### config.mk
export PLATFORM = sky130hd
export DESIGN_NAME = uc_periph_top
export DESIGN_NICKNAME = d
export VERILOG_FILES = /design/src/rtl/periph_bus_pkg.sv /design/src/rtl/periph_reg_pkg.sv /design/src/rtl/periph_access_if.sv /design/src/rtl/periph_state_if.sv /design/src/rtl/access_decode.sv /design/src/rtl/capture_timer.sv /design/src/rtl/sci_receiver.sv /design/src/rtl/periph_execute.sv /design/src/rtl/read_result.sv /design/src/rtl/uc_periph_top.sv
export SDC_FILE = /design/constraint.sdc
export NUM_CORES = 1
export LEC_CHECK = 0
export ABC_AREA = 1
export ABC_CLOCK_PERIOD_IN_PS = 4900
export BUFFER_PORTS_ARGS = -buffer_cell sky130_fd_sc_hd__buf_2
export CORE_ASPECT_RATIO = 0.6
export CORE_MARGIN = 2
export CORE_UTILIZATION = 60
export CTS_CLUSTER_DIAMETER = 100
export CTS_CLUSTER_SIZE = 24
export DETAILED_ROUTE_END_ITERATION = 7
export GPL_TIMING_DRIVEN = 0
export PLACE_DENSITY = 0.81
export SYNTH_ARGS = -nofsm -noshare
export SYNTH_HDL_FRONTEND = slang
export SYNTH_SLANG_ARGS = --single-unit
### constraint.sdc
create_clock -name clk30 -period 4.9 [get_ports clk30]
set_input_delay 0.98 -clock clk30 [delete_from_list [all_inputs] [get_ports clk30]]
set_output_delay 0.98 -clock clk30 [all_outputs]
set_load 0.02 [all_outputs]
### src/rtl/periph_bus_pkg.sv
/*
 * Bus side definitions: address width, register address map
 * and the register index codes produced by the address decoder
 */
`default_nettype none

package periph_bus_pkg;

    localparam int ADDR_W = 8;
    localparam int REG_W = 5;

    // Register addresses as seen by the bus master
    localparam logic [ADDR_W-1:0] ADDR_PORTA  = 8'h00;
    localparam logic [ADDR_W-1:0] ADDR_PORTB  = 8'h01;
    localparam logic [ADDR_W-1:0] ADDR_PORTC  = 8'h02;
    localparam logic [ADDR_W-1:0] ADDR_PORTD  = 8'h03;
    localparam logic [ADDR_W-1:0] ADDR_DDRA   = 8'h04;
    localparam logic [ADDR_W-1:0] ADDR_DDRB   = 8'h05;
    localparam logic [ADDR_W-1:0] ADDR_DDRC   = 8'h06;
    localparam logic [ADDR_W-1:0] ADDR_SCCR2  = 8'h0F;
    localparam logic [ADDR_W-1:0] ADDR_SCSR   = 8'h10;
    localparam logic [ADDR_W-1:0] ADDR_SCDR   = 8'h11;
    localparam logic [ADDR_W-1:0] ADDR_TCR    = 8'h12;
    localparam logic [ADDR_W-1:0] ADDR_TSR    = 8'h13;
    localparam logic [ADDR_W-1:0] ADDR_ICR_HI = 8'h14;
    localparam logic [ADDR_W-1:0] ADDR_ICR_LO = 8'h15;
    localparam logic [ADDR_W-1:0] ADDR_OCR_HI = 8'h16;
    localparam logic [ADDR_W-1:0] ADDR_OCR_LO = 8'h17;
    localparam logic [ADDR_W-1:0] ADDR_ACR_HI = 8'h1A;
    localparam logic [ADDR_W-1:0] ADDR_ACR_LO = 8'h1B;

    // Register index codes, zero marks an unmapped address
    localparam logic [REG_W-1:0] REG_NONE   = 5'd0;
    localparam logic [REG_W-1:0] REG_PORTA  = 5'd1;
    localparam logic [REG_W-1:0] REG_PORTB  = 5'd2;
    localparam logic [REG_W-1:0] REG_PORTC  = 5'd3;
    localparam logic [REG_W-1:0] REG_PORTD  = 5'd4;
    localparam logic [REG_W-1:0] REG_DDRA   = 5'd5;
    localparam logic [REG_W-1:0] REG_DDRB   = 5'd6;
    localparam logic [REG_W-1:0] REG_DDRC   = 5'd7;
    localparam logic [REG_W-1:0] REG_SCCR2  = 5'd8;
    localparam logic [REG_W-1:0] REG_SCSR   = 5'd9;
    localparam logic [REG_W-1:0] REG_SCDR   = 5'd10;
    localparam logic [REG_W-1:0] REG_TCR    = 5'd11;
    localparam logic [REG_W-1:0] REG_TSR    = 5'd12;
    localparam logic [REG_W-1:0] REG_ICR_HI = 5'd13;
    localparam logic [REG_W-1:0] REG_ICR_LO = 5'd14;
    localparam logic [REG_W-1:0] REG_OCR_HI = 5'd15;
    localparam logic [REG_W-1:0] REG_OCR_LO = 5'd16;
    localparam logic [REG_W-1:0] REG_ACR_HI = 5'd17;
    localparam logic [REG_W-1:0] REG_ACR_LO = 5'd18;

endpackage

`default_nettype wire

### src/rtl/periph_reg_pkg.sv
/*
 * Register contents: data and counter widths, control and status
 * bit positions, and the timer word seen as a word or a byte pair
 */
`default_nettype none

package periph_reg_pkg;

    localparam int BYTE_W = 8;
    localparam int TIMER_W = 16;

    // Timer control register
    localparam int TCR_ICIE = 7;
    localparam int TCR_OCIE = 6;
    localparam int TCR_IEDG = 1;

    // Timer status register
    localparam int TSR_ICF = 7;
    localparam int TSR_OCF = 6;

    // Serial status and control 2
    localparam int SCSR_RDRF = 5;
    localparam int SCCR2_RIE = 5;

    // Counter, compare and capture values, bytes[0] is the high byte
    typedef union packed {
        logic [TIMER_W-1:0]         word;
        logic [0:1][BYTE_W-1:0]     bytes;
    } timer_word_u;

endpackage

`default_nettype wire

### src/rtl/periph_access_if.sv
/*
 * Decoded register access passed from the decode stage
 * to the execute and result stages
 */
`timescale 1ns/1ps
`default_nettype none

interface periph_access_if import periph_bus_pkg::*, periph_reg_pkg::*; ();

    logic              valid;
    logic              wr;
    logic [REG_W-1:0]  reg_idx;
    logic [BYTE_W-1:0] wdata;

    modport decode (output valid, wr, reg_idx, wdata);
    modport execute (input valid, wr, reg_idx, wdata);
    // Read path only needs to know what is being read
    modport result (input valid, wr, reg_idx);

endinterface

`default_nettype wire

### src/rtl/periph_state_if.sv
/*
 * Register contents published by the execute stage for the read mux
 */
`timescale 1ns/1ps
`default_nettype none

interface periph_state_if import periph_reg_pkg::*; ();

    logic [BYTE_W-1:0] porta_out;
    logic [BYTE_W-1:0] portb_out;
    logic [BYTE_W-1:0] portc_out;
    logic [BYTE_W-1:0] ddra;
    logic [BYTE_W-1:0] ddrb;
    logic [BYTE_W-1:0] ddrc;
    logic [BYTE_W-1:0] tcr;
    logic [BYTE_W-1:0] tsr;
    timer_word_u       icr;
    timer_word_u       ocr;
    timer_word_u       counter;
    logic [BYTE_W-1:0] acr_lo;
    logic [BYTE_W-1:0] sccr2;
    logic [BYTE_W-1:0] scsr;
    logic [BYTE_W-1:0] scdr;

    modport owner (
        output porta_out, portb_out, portc_out, ddra, ddrb, ddrc,
        output tcr, tsr, icr, ocr, counter, acr_lo, sccr2, scsr, scdr
    );
    modport view (
        input porta_out, portb_out, portc_out, ddra, ddrb, ddrc,
        input tcr, tsr, icr, ocr, counter, acr_lo, sccr2, scsr, scdr
    );

endinterface

`default_nettype wire

### src/rtl/access_decode.sv
/*
 * Bus access register stage with address to register index decode
 */
`timescale 1ns/1ps
`default_nettype none

module access_decode import periph_bus_pkg::*, periph_reg_pkg::*; (
    input  logic              clk30,
    input  logic              reset,
    input  logic              bus_valid,
    input  logic              bus_wr,
    input  logic [ADDR_W-1:0] bus_addr,
    input  logic [BYTE_W-1:0] bus_wdata,
    periph_access_if.decode   acc
);

    logic [REG_W-1:0] idx;

    always_comb begin
        case (bus_addr)
            ADDR_PORTA:  idx = REG_PORTA;
            ADDR_PORTB:  idx = REG_PORTB;
            ADDR_PORTC:  idx = REG_PORTC;
            ADDR_PORTD:  idx = REG_PORTD;
            ADDR_DDRA:   idx = REG_DDRA;
            ADDR_DDRB:   idx = REG_DDRB;
            ADDR_DDRC:   idx = REG_DDRC;
            ADDR_SCCR2:  idx = REG_SCCR2;
            ADDR_SCSR:   idx = REG_SCSR;
            ADDR_SCDR:   idx = REG_SCDR;
            ADDR_TCR:    idx = REG_TCR;
            ADDR_TSR:    idx = REG_TSR;
            ADDR_ICR_HI: idx = REG_ICR_HI;
            ADDR_ICR_LO: idx = REG_ICR_LO;
            ADDR_OCR_HI: idx = REG_OCR_HI;
            ADDR_OCR_LO: idx = REG_OCR_LO;
            ADDR_ACR_HI: idx = REG_ACR_HI;
            ADDR_ACR_LO: idx = REG_ACR_LO;
            default:     idx = REG_NONE;
        endcase
    end

    always_ff @(posedge clk30) begin
        if (reset) begin
            acc.valid   <= 1'b0;
            acc.wr      <= 1'b0;
            acc.reg_idx <= REG_NONE;
            acc.wdata   <= '0;
        end else begin
            acc.valid   <= bus_valid;
            acc.wr      <= bus_wr;
            acc.reg_idx <= idx;
            acc.wdata   <= bus_wdata;
        end
    end

endmodule

`default_nettype wire

### src/rtl/capture_timer.sv
/*
 * Prescaled 16-bit free-running counter with output compare,
 * input capture on a synchronised tcap pin, and the timer interrupt
 */
`timescale 1ns/1ps
`default_nettype none

module capture_timer import periph_reg_pkg::*; #(
    parameter int PRESCALE = 30
) (
    input  logic              clk30,
    input  logic              reset,
    input  logic              wr_tcr,
    input  logic              wr_ocr_hi,
    input  logic              wr_ocr_lo,
    input  logic              rd_icr_lo,
    input  logic [BYTE_W-1:0] wdata,
    input  logic              tcap,
    output logic [BYTE_W-1:0] tcr,
    output logic [BYTE_W-1:0] tsr,
    output timer_word_u       counter,
    output timer_word_u       icr,
    output timer_word_u       ocr,
    output logic              timer_irq
);

    localparam int PS_W = $clog2(PRESCALE + 1);
    localparam logic [PS_W-1:0] PS_LAST = PS_W'(PRESCALE - 1);

    logic [PS_W-1:0] prescale_cnt;
    logic            icf;
    logic            ocf;
    logic            tcap_s1;
    logic            tcap_s2;
    logic            cap_edge;

    // IEDG set selects the rising edge
    assign cap_edge = tcr[TCR_IEDG] ? (tcap_s1 && !tcap_s2) : (!tcap_s1 && tcap_s2);

    always_comb begin
        tsr = '0;
        tsr[TSR_ICF] = icf;
        tsr[TSR_OCF] = ocf;
    end

    always_ff @(posedge clk30) begin
        if (reset) begin
            prescale_cnt <= '0;
            counter      <= '0;
        end else if (prescale_cnt == PS_LAST) begin
            prescale_cnt <= '0;
            counter.word <= counter.word + 1'b1;
        end else begin
            prescale_cnt <= prescale_cnt + 1'b1;
        end
    end

    always_ff @(posedge clk30) begin
        if (reset) begin
            tcr <= '0;
            ocr <= '0;
        end else begin
            if (wr_tcr) tcr <= wdata;
            if (wr_ocr_hi) ocr.bytes[0] <= wdata;
            if (wr_ocr_lo) ocr.bytes[1] <= wdata;
        end
    end

    always_ff @(posedge clk30) begin
        if (reset) begin
            tcap_s1   <= 1'b0;
            tcap_s2   <= 1'b0;
            icf       <= 1'b0;
            ocf       <= 1'b0;
            icr       <= '0;
            timer_irq <= 1'b0;
        end else begin
            tcap_s1 <= tcap;
            tcap_s2 <= tcap_s1;

            // A match in the same cycle wins over the clearing write
            if (wr_ocr_lo) ocf <= 1'b0;
            if (counter.word == ocr.word) ocf <= 1'b1;

            if (rd_icr_lo) icf <= 1'b0;
            if (cap_edge) begin
                icf <= 1'b1;
                icr <= counter;
            end

            timer_irq <= (icf && tcr[TCR_ICIE]) || (ocf && tcr[TCR_OCIE]);
        end
    end

endmodule

`default_nettype wire

### src/rtl/sci_receiver.sv
/*
 * Serial receive buffer: one data byte, RDRF flag, credit return
 */
`timescale 1ns/1ps
`default_nettype none

module sci_receiver import periph_reg_pkg::*; (
    input  logic              clk30,
    input  logic              reset,
    input  logic              rd_data,
    input  logic              rie,
    input  logic              rx_valid,
    input  logic [BYTE_W-1:0] rx_data,
    output logic [BYTE_W-1:0] scdr,
    output logic [BYTE_W-1:0] scsr,
    output logic              rx_credit,
    output logic              sci_irq
);

    logic rdrf;
    logic started;

    always_comb begin
        scsr = '0;
        scsr[SCSR_RDRF] = rdrf;
    end

    assign sci_irq = rdrf && rie;

    always_ff @(posedge clk30) begin
        if (reset) begin
            rdrf      <= 1'b0;
            started   <= 1'b0;
            rx_credit <= 1'b0;
            scdr      <= '0;
        end else begin
            started <= 1'b1;
            // First credit for the empty buffer, then one per drained byte
            rx_credit <= !started || (rd_data && rdrf);
            if (rd_data) rdrf <= 1'b0;
            if (rx_valid) begin
                rdrf <= 1'b1;
                scdr <= rx_data;
            end
        end
    end

endmodule

`default_nettype wire

### src/rtl/periph_execute.sv
/*
 * Execute stage: port, DDR and SCCR2 registers, alternate counter latch,
 * register strobes, and the timer and serial receiver instances
 */
`timescale 1ns/1ps
`default_nettype none

module periph_execute import periph_bus_pkg::*, periph_reg_pkg::*; #(
    parameter int PRESCALE = 30
) (
    input  logic              clk30,
    input  logic              reset,
    periph_access_if.execute  acc,
    periph_state_if.owner     st,
    input  logic              tcap,
    input  logic              rx_valid,
    input  logic [BYTE_W-1:0] rx_data,
    output logic              rx_credit,
    output logic              timer_irq,
    output logic              sci_irq
);

    logic wr_en;
    logic rd_en;
    logic wr_tcr;
    logic wr_ocr_hi;
    logic wr_ocr_lo;
    logic rd_icr_lo;
    logic rd_acr_hi;
    logic rd_scdr;

    assign wr_en = acc.valid && acc.wr;
    assign rd_en = acc.valid && !acc.wr;

    assign wr_tcr    = wr_en && (acc.reg_idx == REG_TCR);
    assign wr_ocr_hi = wr_en && (acc.reg_idx == REG_OCR_HI);
    assign wr_ocr_lo = wr_en && (acc.reg_idx == REG_OCR_LO);
    assign rd_icr_lo = rd_en && (acc.reg_idx == REG_ICR_LO);
    assign rd_acr_hi = rd_en && (acc.reg_idx == REG_ACR_HI);
    assign rd_scdr   = rd_en && (acc.reg_idx == REG_SCDR);

    always_ff @(posedge clk30) begin
        if (reset) begin
            st.porta_out <= '0;
            st.portb_out <= '0;
            st.portc_out <= '0;
            st.ddra      <= '0;
            st.ddrb      <= '0;
            st.ddrc      <= '0;
            st.sccr2     <= '0;
            st.acr_lo    <= '0;
        end else begin
            if (wr_en) begin
                case (acc.reg_idx)
                    REG_PORTA: st.porta_out <= acc.wdata;
                    REG_PORTB: st.portb_out <= acc.wdata;
                    REG_PORTC: st.portc_out <= acc.wdata;
                    REG_DDRA:  st.ddra <= acc.wdata;
                    REG_DDRB:  st.ddrb <= acc.wdata;
                    REG_DDRC:  st.ddrc <= acc.wdata;
                    REG_SCCR2: st.sccr2 <= acc.wdata;
                    default: ;
                endcase
            end
            // Freeze the low byte so the ACR_LO read pairs with this high byte
            if (rd_acr_hi) begin
                st.acr_lo <= st.counter.bytes[1];
            end
        end
    end

    capture_timer #(
        .PRESCALE(PRESCALE)
    ) capture_timer_inst (
        .clk30     (clk30),
        .reset     (reset),
        .wr_tcr    (wr_tcr),
        .wr_ocr_hi (wr_ocr_hi),
        .wr_ocr_lo (wr_ocr_lo),
        .rd_icr_lo (rd_icr_lo),
        .wdata     (acc.wdata),
        .tcap      (tcap),
        .tcr       (st.tcr),
        .tsr       (st.tsr),
        .counter   (st.counter),
        .icr       (st.icr),
        .ocr       (st.ocr),
        .timer_irq (timer_irq)
    );

    sci_receiver sci_receiver_inst (
        .clk30     (clk30),
        .reset     (reset),
        .rd_data   (rd_scdr),
        .rie       (st.sccr2[SCCR2_RIE]),
        .rx_valid  (rx_valid),
        .rx_data   (rx_data),
        .scdr      (st.scdr),
        .scsr      (st.scsr),
        .rx_credit (rx_credit),
        .sci_irq   (sci_irq)
    );

endmodule

`default_nettype wire

### src/rtl/read_result.sv
/*
 * Read data stage: port pin mixing, register select by index,
 * registered read data and read valid
 */
`timescale 1ns/1ps
`default_nettype none

module read_result import periph_bus_pkg::*, periph_reg_pkg::*; (
    input  logic              clk30,
    input  logic              reset,
    periph_access_if.result   acc,
    periph_state_if.view      st,
    input  logic [BYTE_W-1:0] porta_in,
    input  logic [BYTE_W-1:0] portb_in,
    input  logic [BYTE_W-1:0] portc_in,
    input  logic [BYTE_W-1:0] portd_in,
    output logic [BYTE_W-1:0] bus_rdata,
    output logic              bus_rvalid
);

    logic [BYTE_W-1:0] rdata_next;

    // Output latch where the DDR bit is set, pin otherwise
    function automatic logic [BYTE_W-1:0] port_mix(
        input logic [BYTE_W-1:0] out_q,
        input logic [BYTE_W-1:0] ddr,
        input logic [BYTE_W-1:0] pin
    );
        return (out_q & ddr) | (pin & ~ddr);
    endfunction

    always_comb begin
        case (acc.reg_idx)
            REG_PORTA:  rdata_next = port_mix(st.porta_out, st.ddra, porta_in);
            REG_PORTB:  rdata_next = port_mix(st.portb_out, st.ddrb, portb_in);
            REG_PORTC:  rdata_next = port_mix(st.portc_out, st.ddrc, portc_in);
            REG_PORTD:  rdata_next = portd_in;
            REG_DDRA:   rdata_next = st.ddra;
            REG_DDRB:   rdata_next = st.ddrb;
            REG_DDRC:   rdata_next = st.ddrc;
            REG_SCCR2:  rdata_next = st.sccr2;
            REG_SCSR:   rdata_next = st.scsr;
            REG_SCDR:   rdata_next = st.scdr;
            REG_TCR:    rdata_next = st.tcr;
            REG_TSR:    rdata_next = st.tsr;
            REG_ICR_HI: rdata_next = st.icr.bytes[0];
            REG_ICR_LO: rdata_next = st.icr.bytes[1];
            REG_OCR_HI: rdata_next = st.ocr.bytes[0];
            REG_OCR_LO: rdata_next = st.ocr.bytes[1];
            REG_ACR_HI: rdata_next = st.counter.bytes[0];
            REG_ACR_LO: rdata_next = st.acr_lo;
            default:    rdata_next = '0;
        endcase
    end

    always_ff @(posedge clk30) begin
        if (reset) begin
            bus_rdata  <= '0;
            bus_rvalid <= 1'b0;
        end else begin
            bus_rvalid <= acc.valid && !acc.wr;
            if (acc.valid && !acc.wr) begin
                bus_rdata <= rdata_next;
            end
        end
    end

endmodule

`default_nettype wire

### src/rtl/uc_periph_top.sv
/*
 * Peripheral block top: decode, execute and read result stages
 * joined by the access and state interfaces
 */
`timescale 1ns/1ps
`default_nettype none

module uc_periph_top import periph_bus_pkg::*, periph_reg_pkg::*; #(
    parameter int PRESCALE = 30
) (
    input  logic              clk30,
    input  logic              reset,
    input  logic              bus_valid,
    input  logic              bus_wr,
    input  logic [ADDR_W-1:0] bus_addr,
    input  logic [BYTE_W-1:0] bus_wdata,
    output logic [BYTE_W-1:0] bus_rdata,
    output logic              bus_rvalid,
    input  logic [BYTE_W-1:0] porta_in,
    input  logic [BYTE_W-1:0] portb_in,
    input  logic [BYTE_W-1:0] portc_in,
    input  logic [BYTE_W-1:0] portd_in,
    output logic [BYTE_W-1:0] porta_out,
    output logic [BYTE_W-1:0] portb_out,
    output logic [BYTE_W-1:0] portc_out,
    output logic [BYTE_W-1:0] ddra,
    output logic [BYTE_W-1:0] ddrb,
    output logic [BYTE_W-1:0] ddrc,
    input  logic              tcap,
    output logic              timer_irq,
    input  logic              rx_valid,
    input  logic [BYTE_W-1:0] rx_data,
    output logic              rx_credit,
    output logic              sci_irq
);

    periph_access_if acc ();
    periph_state_if  st ();

    access_decode access_decode_inst (
        .clk30     (clk30),
        .reset     (reset),
        .bus_valid (bus_valid),
        .bus_wr    (bus_wr),
        .bus_addr  (bus_addr),
        .bus_wdata (bus_wdata),
        .acc       (acc.decode)
    );

    periph_execute #(
        .PRESCALE(PRESCALE)
    ) periph_execute_inst (
        .clk30     (clk30),
        .reset     (reset),
        .acc       (acc.execute),
        .st        (st.owner),
        .tcap      (tcap),
        .rx_valid  (rx_valid),
        .rx_data   (rx_data),
        .rx_credit (rx_credit),
        .timer_irq (timer_irq),
        .sci_irq   (sci_irq)
    );

    read_result read_result_inst (
        .clk30      (clk30),
        .reset      (reset),
        .acc        (acc.result),
        .st         (st.view),
        .porta_in   (porta_in),
        .portb_in   (portb_in),
        .portc_in   (portc_in),
        .portd_in   (portd_in),
        .bus_rdata  (bus_rdata),
        .bus_rvalid (bus_rvalid)
    );

    assign porta_out = st.porta_out;
    assign portb_out = st.portb_out;
    assign portc_out = st.portc_out;
    assign ddra      = st.ddra;
    assign ddrb      = st.ddrb;
    assign ddrc      = st.ddrc;

endmodule

`default_nettype wire

==> flow_summary.toml, run 1 <==
[timing]
layout_min_cycle_time_ps = 2540
worstMarginPinSlew_ps = 934
maxSlewHeadroom_pct = 37.7
post-route-period-util_pct = 51.7
max_freq_mhz = 394
finalSetupTns_ps = 0
setup_viol = 0
rsz0062_at_grt = "false"
fin_skew_ps = 12.0
maxSlewViolCount = 0
hold_viol = 0

[placement]
numPortBuffers = 121
hpwl_mm = 19.6
place_inst = 1428
place.gp.congestion = 1.02

[logic_synthesis]
netlist_instances = 1142
synth_area_um2 = 7640
synth_top_family_by_area = "simple AND/OR/NAND/NOR gates"
synth_area_per_cell_um2 = 6.69
synth_area_leaders = "dfxtp_1 43%, nand2_1 14%, nor2_1 11%"
async_flop_share_pct = 0
synth_simple_gate_area_share_pct = 33.0
synth_enable_flop_cells = 0
syn_nets = 1210
yosysMostFrequentCell = "nand2_1"
synth_commonest_cells = "286 x nand2_1, 220 x nor2_1, 165 x dfxtp_1"
synth_fa_ha_area_share_pct = 0.983
synth-xor-area-share_pct = 1.49
ys_types = 32
synth_seq_cells = 165
synth_mux_area_share_pct = 0
synth.yosys.seq_area_share_pct = 43.2
synth_compound_area_share_pct = 14.1
synth_top_cell_by_area = "dfxtp_1"
yosys_warnings = 0
synth_top_area_share_pct = 43.2
ys.flop_type = "dfxtp_1"

[outcome]
status = "finished clean"

[cts]
cts_tree = "yes"
root_buffer = "clkbuf_16"
clock_path_buffers = 2
cts_setup_buffers = 0
cts_resized = 0
cts_max_level = 4
clock_latency_ps = 430
cts.hold.buffers_added = 0
clk_pin_slew_worst_paths_ps = 70
cts.sinks = 165
cts_buffers = 17

[die]
die_y_um = 91.4
ios = 122
die_width_um = 150
core_area_um2 = 12300
start_util_pct = 62.3
die_area_um2 = 13700
rows = 31

[setup_path]
path_cells = "buf_2 -> clkinv_1 -> clkbuf_1 -> clkbuf_1 -> o21ai_0 -> nor2_1"
cpMostUsedCell = "clkbuf_1"
start_kind = "primary input"
critPathKind = "in -> reg"
critPathMaxStageDelay_ps = 700
cp_slowest_cell = "clkbuf_1"
end_kind = "flop"
cp_max_fo = 10
arrival_ps = 2890
crit_required_ps = 5250

[global_route]
grt_util_all_layers_pct = 39.1
grt_pass1_wl_mm = 39.9
first_global_vias = 7069
antenna_found_initial = 0
grt_max_degree = 17
overflow = 0

[drt]
vias_per_cell = 5.75
drtIter0Drc = 1341
via_count = 8392
ant_nets = 0
totalWireLength_mm = 26.8
wl_per_cell_um = 18.3
drtPass1Iterations = 6
drc = 0

[finish]
fin_nets = 1350
drive_above_1_share_pct = 15.1
largestRegisters = "periph_execute_inst.capture_timer_inst.counter (16), periph_execute_inst.capture_timer_inst.icr (16), periph_execute_inst.capture_timer_inst.ocr (16)"
fin_cells = 1460
antenna_cells = 0
area_growth_pct = 17.8

[power_and_ir_drop]
ir_drop_v = 0.000197
p_leak_nw = 4.20
power.density_nw_per_um2 = 312

[min_path]
hp-class = "reg -> reg"

[flow_run]
drv_cap = 0
-- where the power goes --
group	total, mW	leakage [nW]	switching (mW)	internal (mW)
Clock	1.27	0.257	0.601	0.667
Combinational	0.162	2.61	0.114	0.0483
Sequential	1.37	1.34	0.0121	1.36
Total	2.80	4.20	0.727	2.08
-- worst max-delay path, delay by kind of cell --
kind / cells / cell delay [ps]
and+or+nand+nor: 1 / 130
AOI/OAI and AO/OA: 1 / 180
buffers and inverters: 4 / 1590
-- metal layers --
layer,GRT usage [%],vias to the layer above,wire [um]
met3,10.5,71,4330
li1,-,3913,-
met5,0,-,0
met2,53.1,640,10200
met1,60.4,3768,11600
met4,9.67,0,688
-- placed cells by master, fill, tap and decap left out, drive strengths merged, types with 4 or more instances in the layout --
master	n
xor2	8
nor2	241
clkbuf	47
nand3	52
xnor2	5
ha	6
inv	100
dfxtp	165
nor3	6
a21oi	72
nand2	291
buf	137
clkinvlp	4
o21ai	131
nand4	14
clkinv	5
-- kinds of logic after synthesis --
logic type      count (synthesis)
flops                         165
fa+ha+maj                       6
xor+xnor                       13
compound gates                211
buf+inv                       140
simple gates                  607
-- stage by stage --
step	setup slack, ps	util [%]	area (um^2)	hold slack (ps)	power (mW)
floorplan	3100	-	7640	389	1.48
global placement	2100	69.0	8450	429	1.55
detailed placement	2150	69.0	8450	441	1.56
CTS	2540	73.4	9000	440	2.79
global route	2420	73.4	9000	464	2.87
finish	2360	73.4	9000	450	2.80
-- path summary, 6_finish.rpt --
path                                                 start                                              end  slack (ps)  cells past startpoint
min          periph_execute_inst.sci_receiver_inst.started  periph_execute_inst.sci_receiver_inst.rx_credit         450                      1
max reg2reg              access_decode_inst.acc.reg_idx[3]                    read_result_inst.bus_rdata[0]        2720                     10
min reg2reg  periph_execute_inst.sci_receiver_inst.started  periph_execute_inst.sci_receiver_inst.rx_credit         450                      1
max                                                  reset                   periph_execute_inst.st.ddrb[2]        2360                      6
-- final cells by class --
| class | instances | area [um^2] |
|---|---|---|
| multi-input cells | 837 | 3790 |
| flip-flops and latches | 165 | 3300 |
| fillers | 1059 | 3260 |
| repair buffers | 121 | 606 |
| clock buffers | 19 | 433 |
| inverters | 96 | 360 |
| well taps | 165 | 206 |
| plain buffers | 44 | 189 |
| clock inverters | 13 | 116 |
No activity file was read; power rests on OpenSTA's default activity.
==> inputs of run 2 (changes only) <==
- ABC_CLOCK_PERIOD_IN_PS: 4900 -> 2380
- CORE_UTILIZATION: 60 -> 57
- PLACE_DENSITY: 0.81 -> 0.77
- clock period: 4.9 -> 2.38 ns (I/O delays scaled with it)
==> run 2 against run 1 <==
  * Non-clock buffer count unchanged
  * Global-route usage fell by 1.3 points
  * Sequential cell count did not move
  * Sequential share of layout area decreased by 0.34 points
  * Via count shrank 1.9%
  * Highest routed layer is now met5
  * Clock skew fell by 1.2 ps
  * First-iteration DRC count decreased by 18%
  * Final cell count rose by 0.27%
  * Register-to-register slack got worse by 2600 ps
  * Critical path type is now reg -> reg
  * Critical endpoint is now read_result_inst.bus_rdata[0]
  * Critical path depth rose by 4
  * Combinational power rose by 100%
  * Count of clock-buffer cells in the layout decreased by 1
==> flow_summary.toml, run 2 (synthesis results as in run 1) <==
[drt]
ant_nets = 0
drc = 0
via_count = 8229
totalWireLength_mm = 26.9
drtPass1Iterations = 6
wl_per_cell_um = 18.4
vias_per_cell = 5.62
drtIter0Drc = 1098

[placement]
place.gp.congestion = 0.998
hpwl_mm = 19.8
place_inst = 1433
numPortBuffers = 121

[die]
rows = 32
core_area_um2 = 13000
die_width_um = 153
die_y_um = 93.7
ios = 122
start_util_pct = 58.9
die_area_um2 = 14400

[cts]
cts_max_level = 4
clock_path_buffers = 2
cts.hold.buffers_added = 0
cts_tree = "yes"
cts_resized = 0
cts_setup_buffers = 0
clock_latency_ps = 430
clk_pin_slew_worst_paths_ps = 70
cts_buffers = 17
cts.sinks = 165
root_buffer = "clkbuf_16"

[global_route]
grt_max_degree = 17
overflow = 0
grt_util_all_layers_pct = 37.8
first_global_vias = 7309
grt_pass1_wl_mm = 40.9
antenna_found_initial = 1

[power_and_ir_drop]
ir_drop_v = 0.000391
power.density_nw_per_um2 = 676
p_leak_nw = 4.25
total_power_mw = 6.14

[setup_path]
end_kind = "flop"
crit_required_ps = 2670
cp_max_fo = 10
arrival_ps = 2500
start_kind = "flop"
critPathKind = "reg -> reg"

[finish]
regArea_um2 = 3300
fin_nets = 1350
area_growth_pct = 18.9
fin_cells = 1464
drive_above_1_share_pct = 15.2
mostFrequentLayoutCells = "286 x nand2_1, 220 x nor2_1, 165 x dfxtp_1"
layout_commonest_cell = "nand2_1"
largestRegisters = "periph_execute_inst.capture_timer_inst.counter (16), periph_execute_inst.capture_timer_inst.icr (16), periph_execute_inst.capture_timer_inst.ocr (16)"
antenna_cells = 0
nFillCells = 1219
multi_input_area_um2 = 3790

[timing]
worstMarginPinSlew_ps = 926
max_freq_mhz = 452
setup_viol = 0
rsz0062_at_grt = "false"
layout_min_cycle_time_ps = 2210
maxSlewViolCount = 0
finalSetupTns_ps = 0
fin_skew_ps = 10.8
maxSlewHeadroom_pct = 38.3
post-route-period-util_pct = 93.0
hold_viol = 0

[min_path]
hp-class = "in -> reg"

[outcome]
status = "finished clean"

[flow_run]
drv_cap = 0
==> run 2: worst paths after layout <==
kind                                                      start  cells after the start                                              end  slack (ps)
setup / recovery              access_decode_inst.acc.reg_idx[3]                     10                    read_result_inst.bus_rdata[0]         170
hold reg to reg   periph_execute_inst.sci_receiver_inst.started                      1  periph_execute_inst.sci_receiver_inst.rx_credit         460
hold / removal                                     bus_wdata[5]                      3                  access_decode_inst.acc.wdata[5]         240
setup reg to reg              access_decode_inst.acc.reg_idx[3]                     10                    read_result_inst.bus_rdata[0]         170
==> run 2: metrics by stage <==
| step | hold WS, ps | worst slack (ps) | util, % | cell area, um^2 |
|---|---|---|---|---|
| after floorplan | 389 | 816 | - | 7640 |
| after global placement | 431 | 144 | 65.2 | 8460 |
| after detailed placement | 431 | 46.6 | 65.2 | 8460 |
| after CTS | 239 | 328 | 70.0 | 9090 |
| after global routing | 250 | 87.3 | 70.0 | 9090 |
| final | 240 | 167 | 70.0 | 9090 |
==> run 2: where the power goes <==
part / total [mW] / switching, mW / leakage [nW] / internal [mW]
clock network: 2.98 / 1.26 / 0.307 / 1.72
registers: 2.83 / 0.0258 / 1.34 / 2.80
logic: 0.332 / 0.232 / 2.61 / 0.0994
total: 6.14 / 1.52 / 4.25 / 4.62
==> run 2: critical path, cell delays in order, from the launching register on <==
cell and delay (ps):
dfxtp_1 480, nor2_1 110, buf_2 210, nand2_2 170
nor2_4 90, nand2_1 80, nand2_1 70, nor2_1 290
nand2_1 100, o21ai_1 360, a21oi_1 120
==> run 2: final cells by class <==
| cell class | count | area share, % |
|---|---|---|
| multi-input cells | 837 | 41.7 |
| flip-flops and latches | 165 | 36.4 |
| repair buffers | 121 | 6.66 |
| clock buffers | 18 | 4.83 |
| inverters | 96 | 3.97 |
| well taps | 170 | 2.34 |
| clock inverters | 13 | 2.08 |
| plain buffers | 44 | 2.08 |
==> run 2: per-layer routing <==
metal	vias to the layer above	GRT usage, %	routed length [um]
li1	3923	-	-
met1	3724	56.4	11800
met2	529	51.6	10300
met3	51	13.7	4220
met4	2	8.33	477
met5	-	0	31
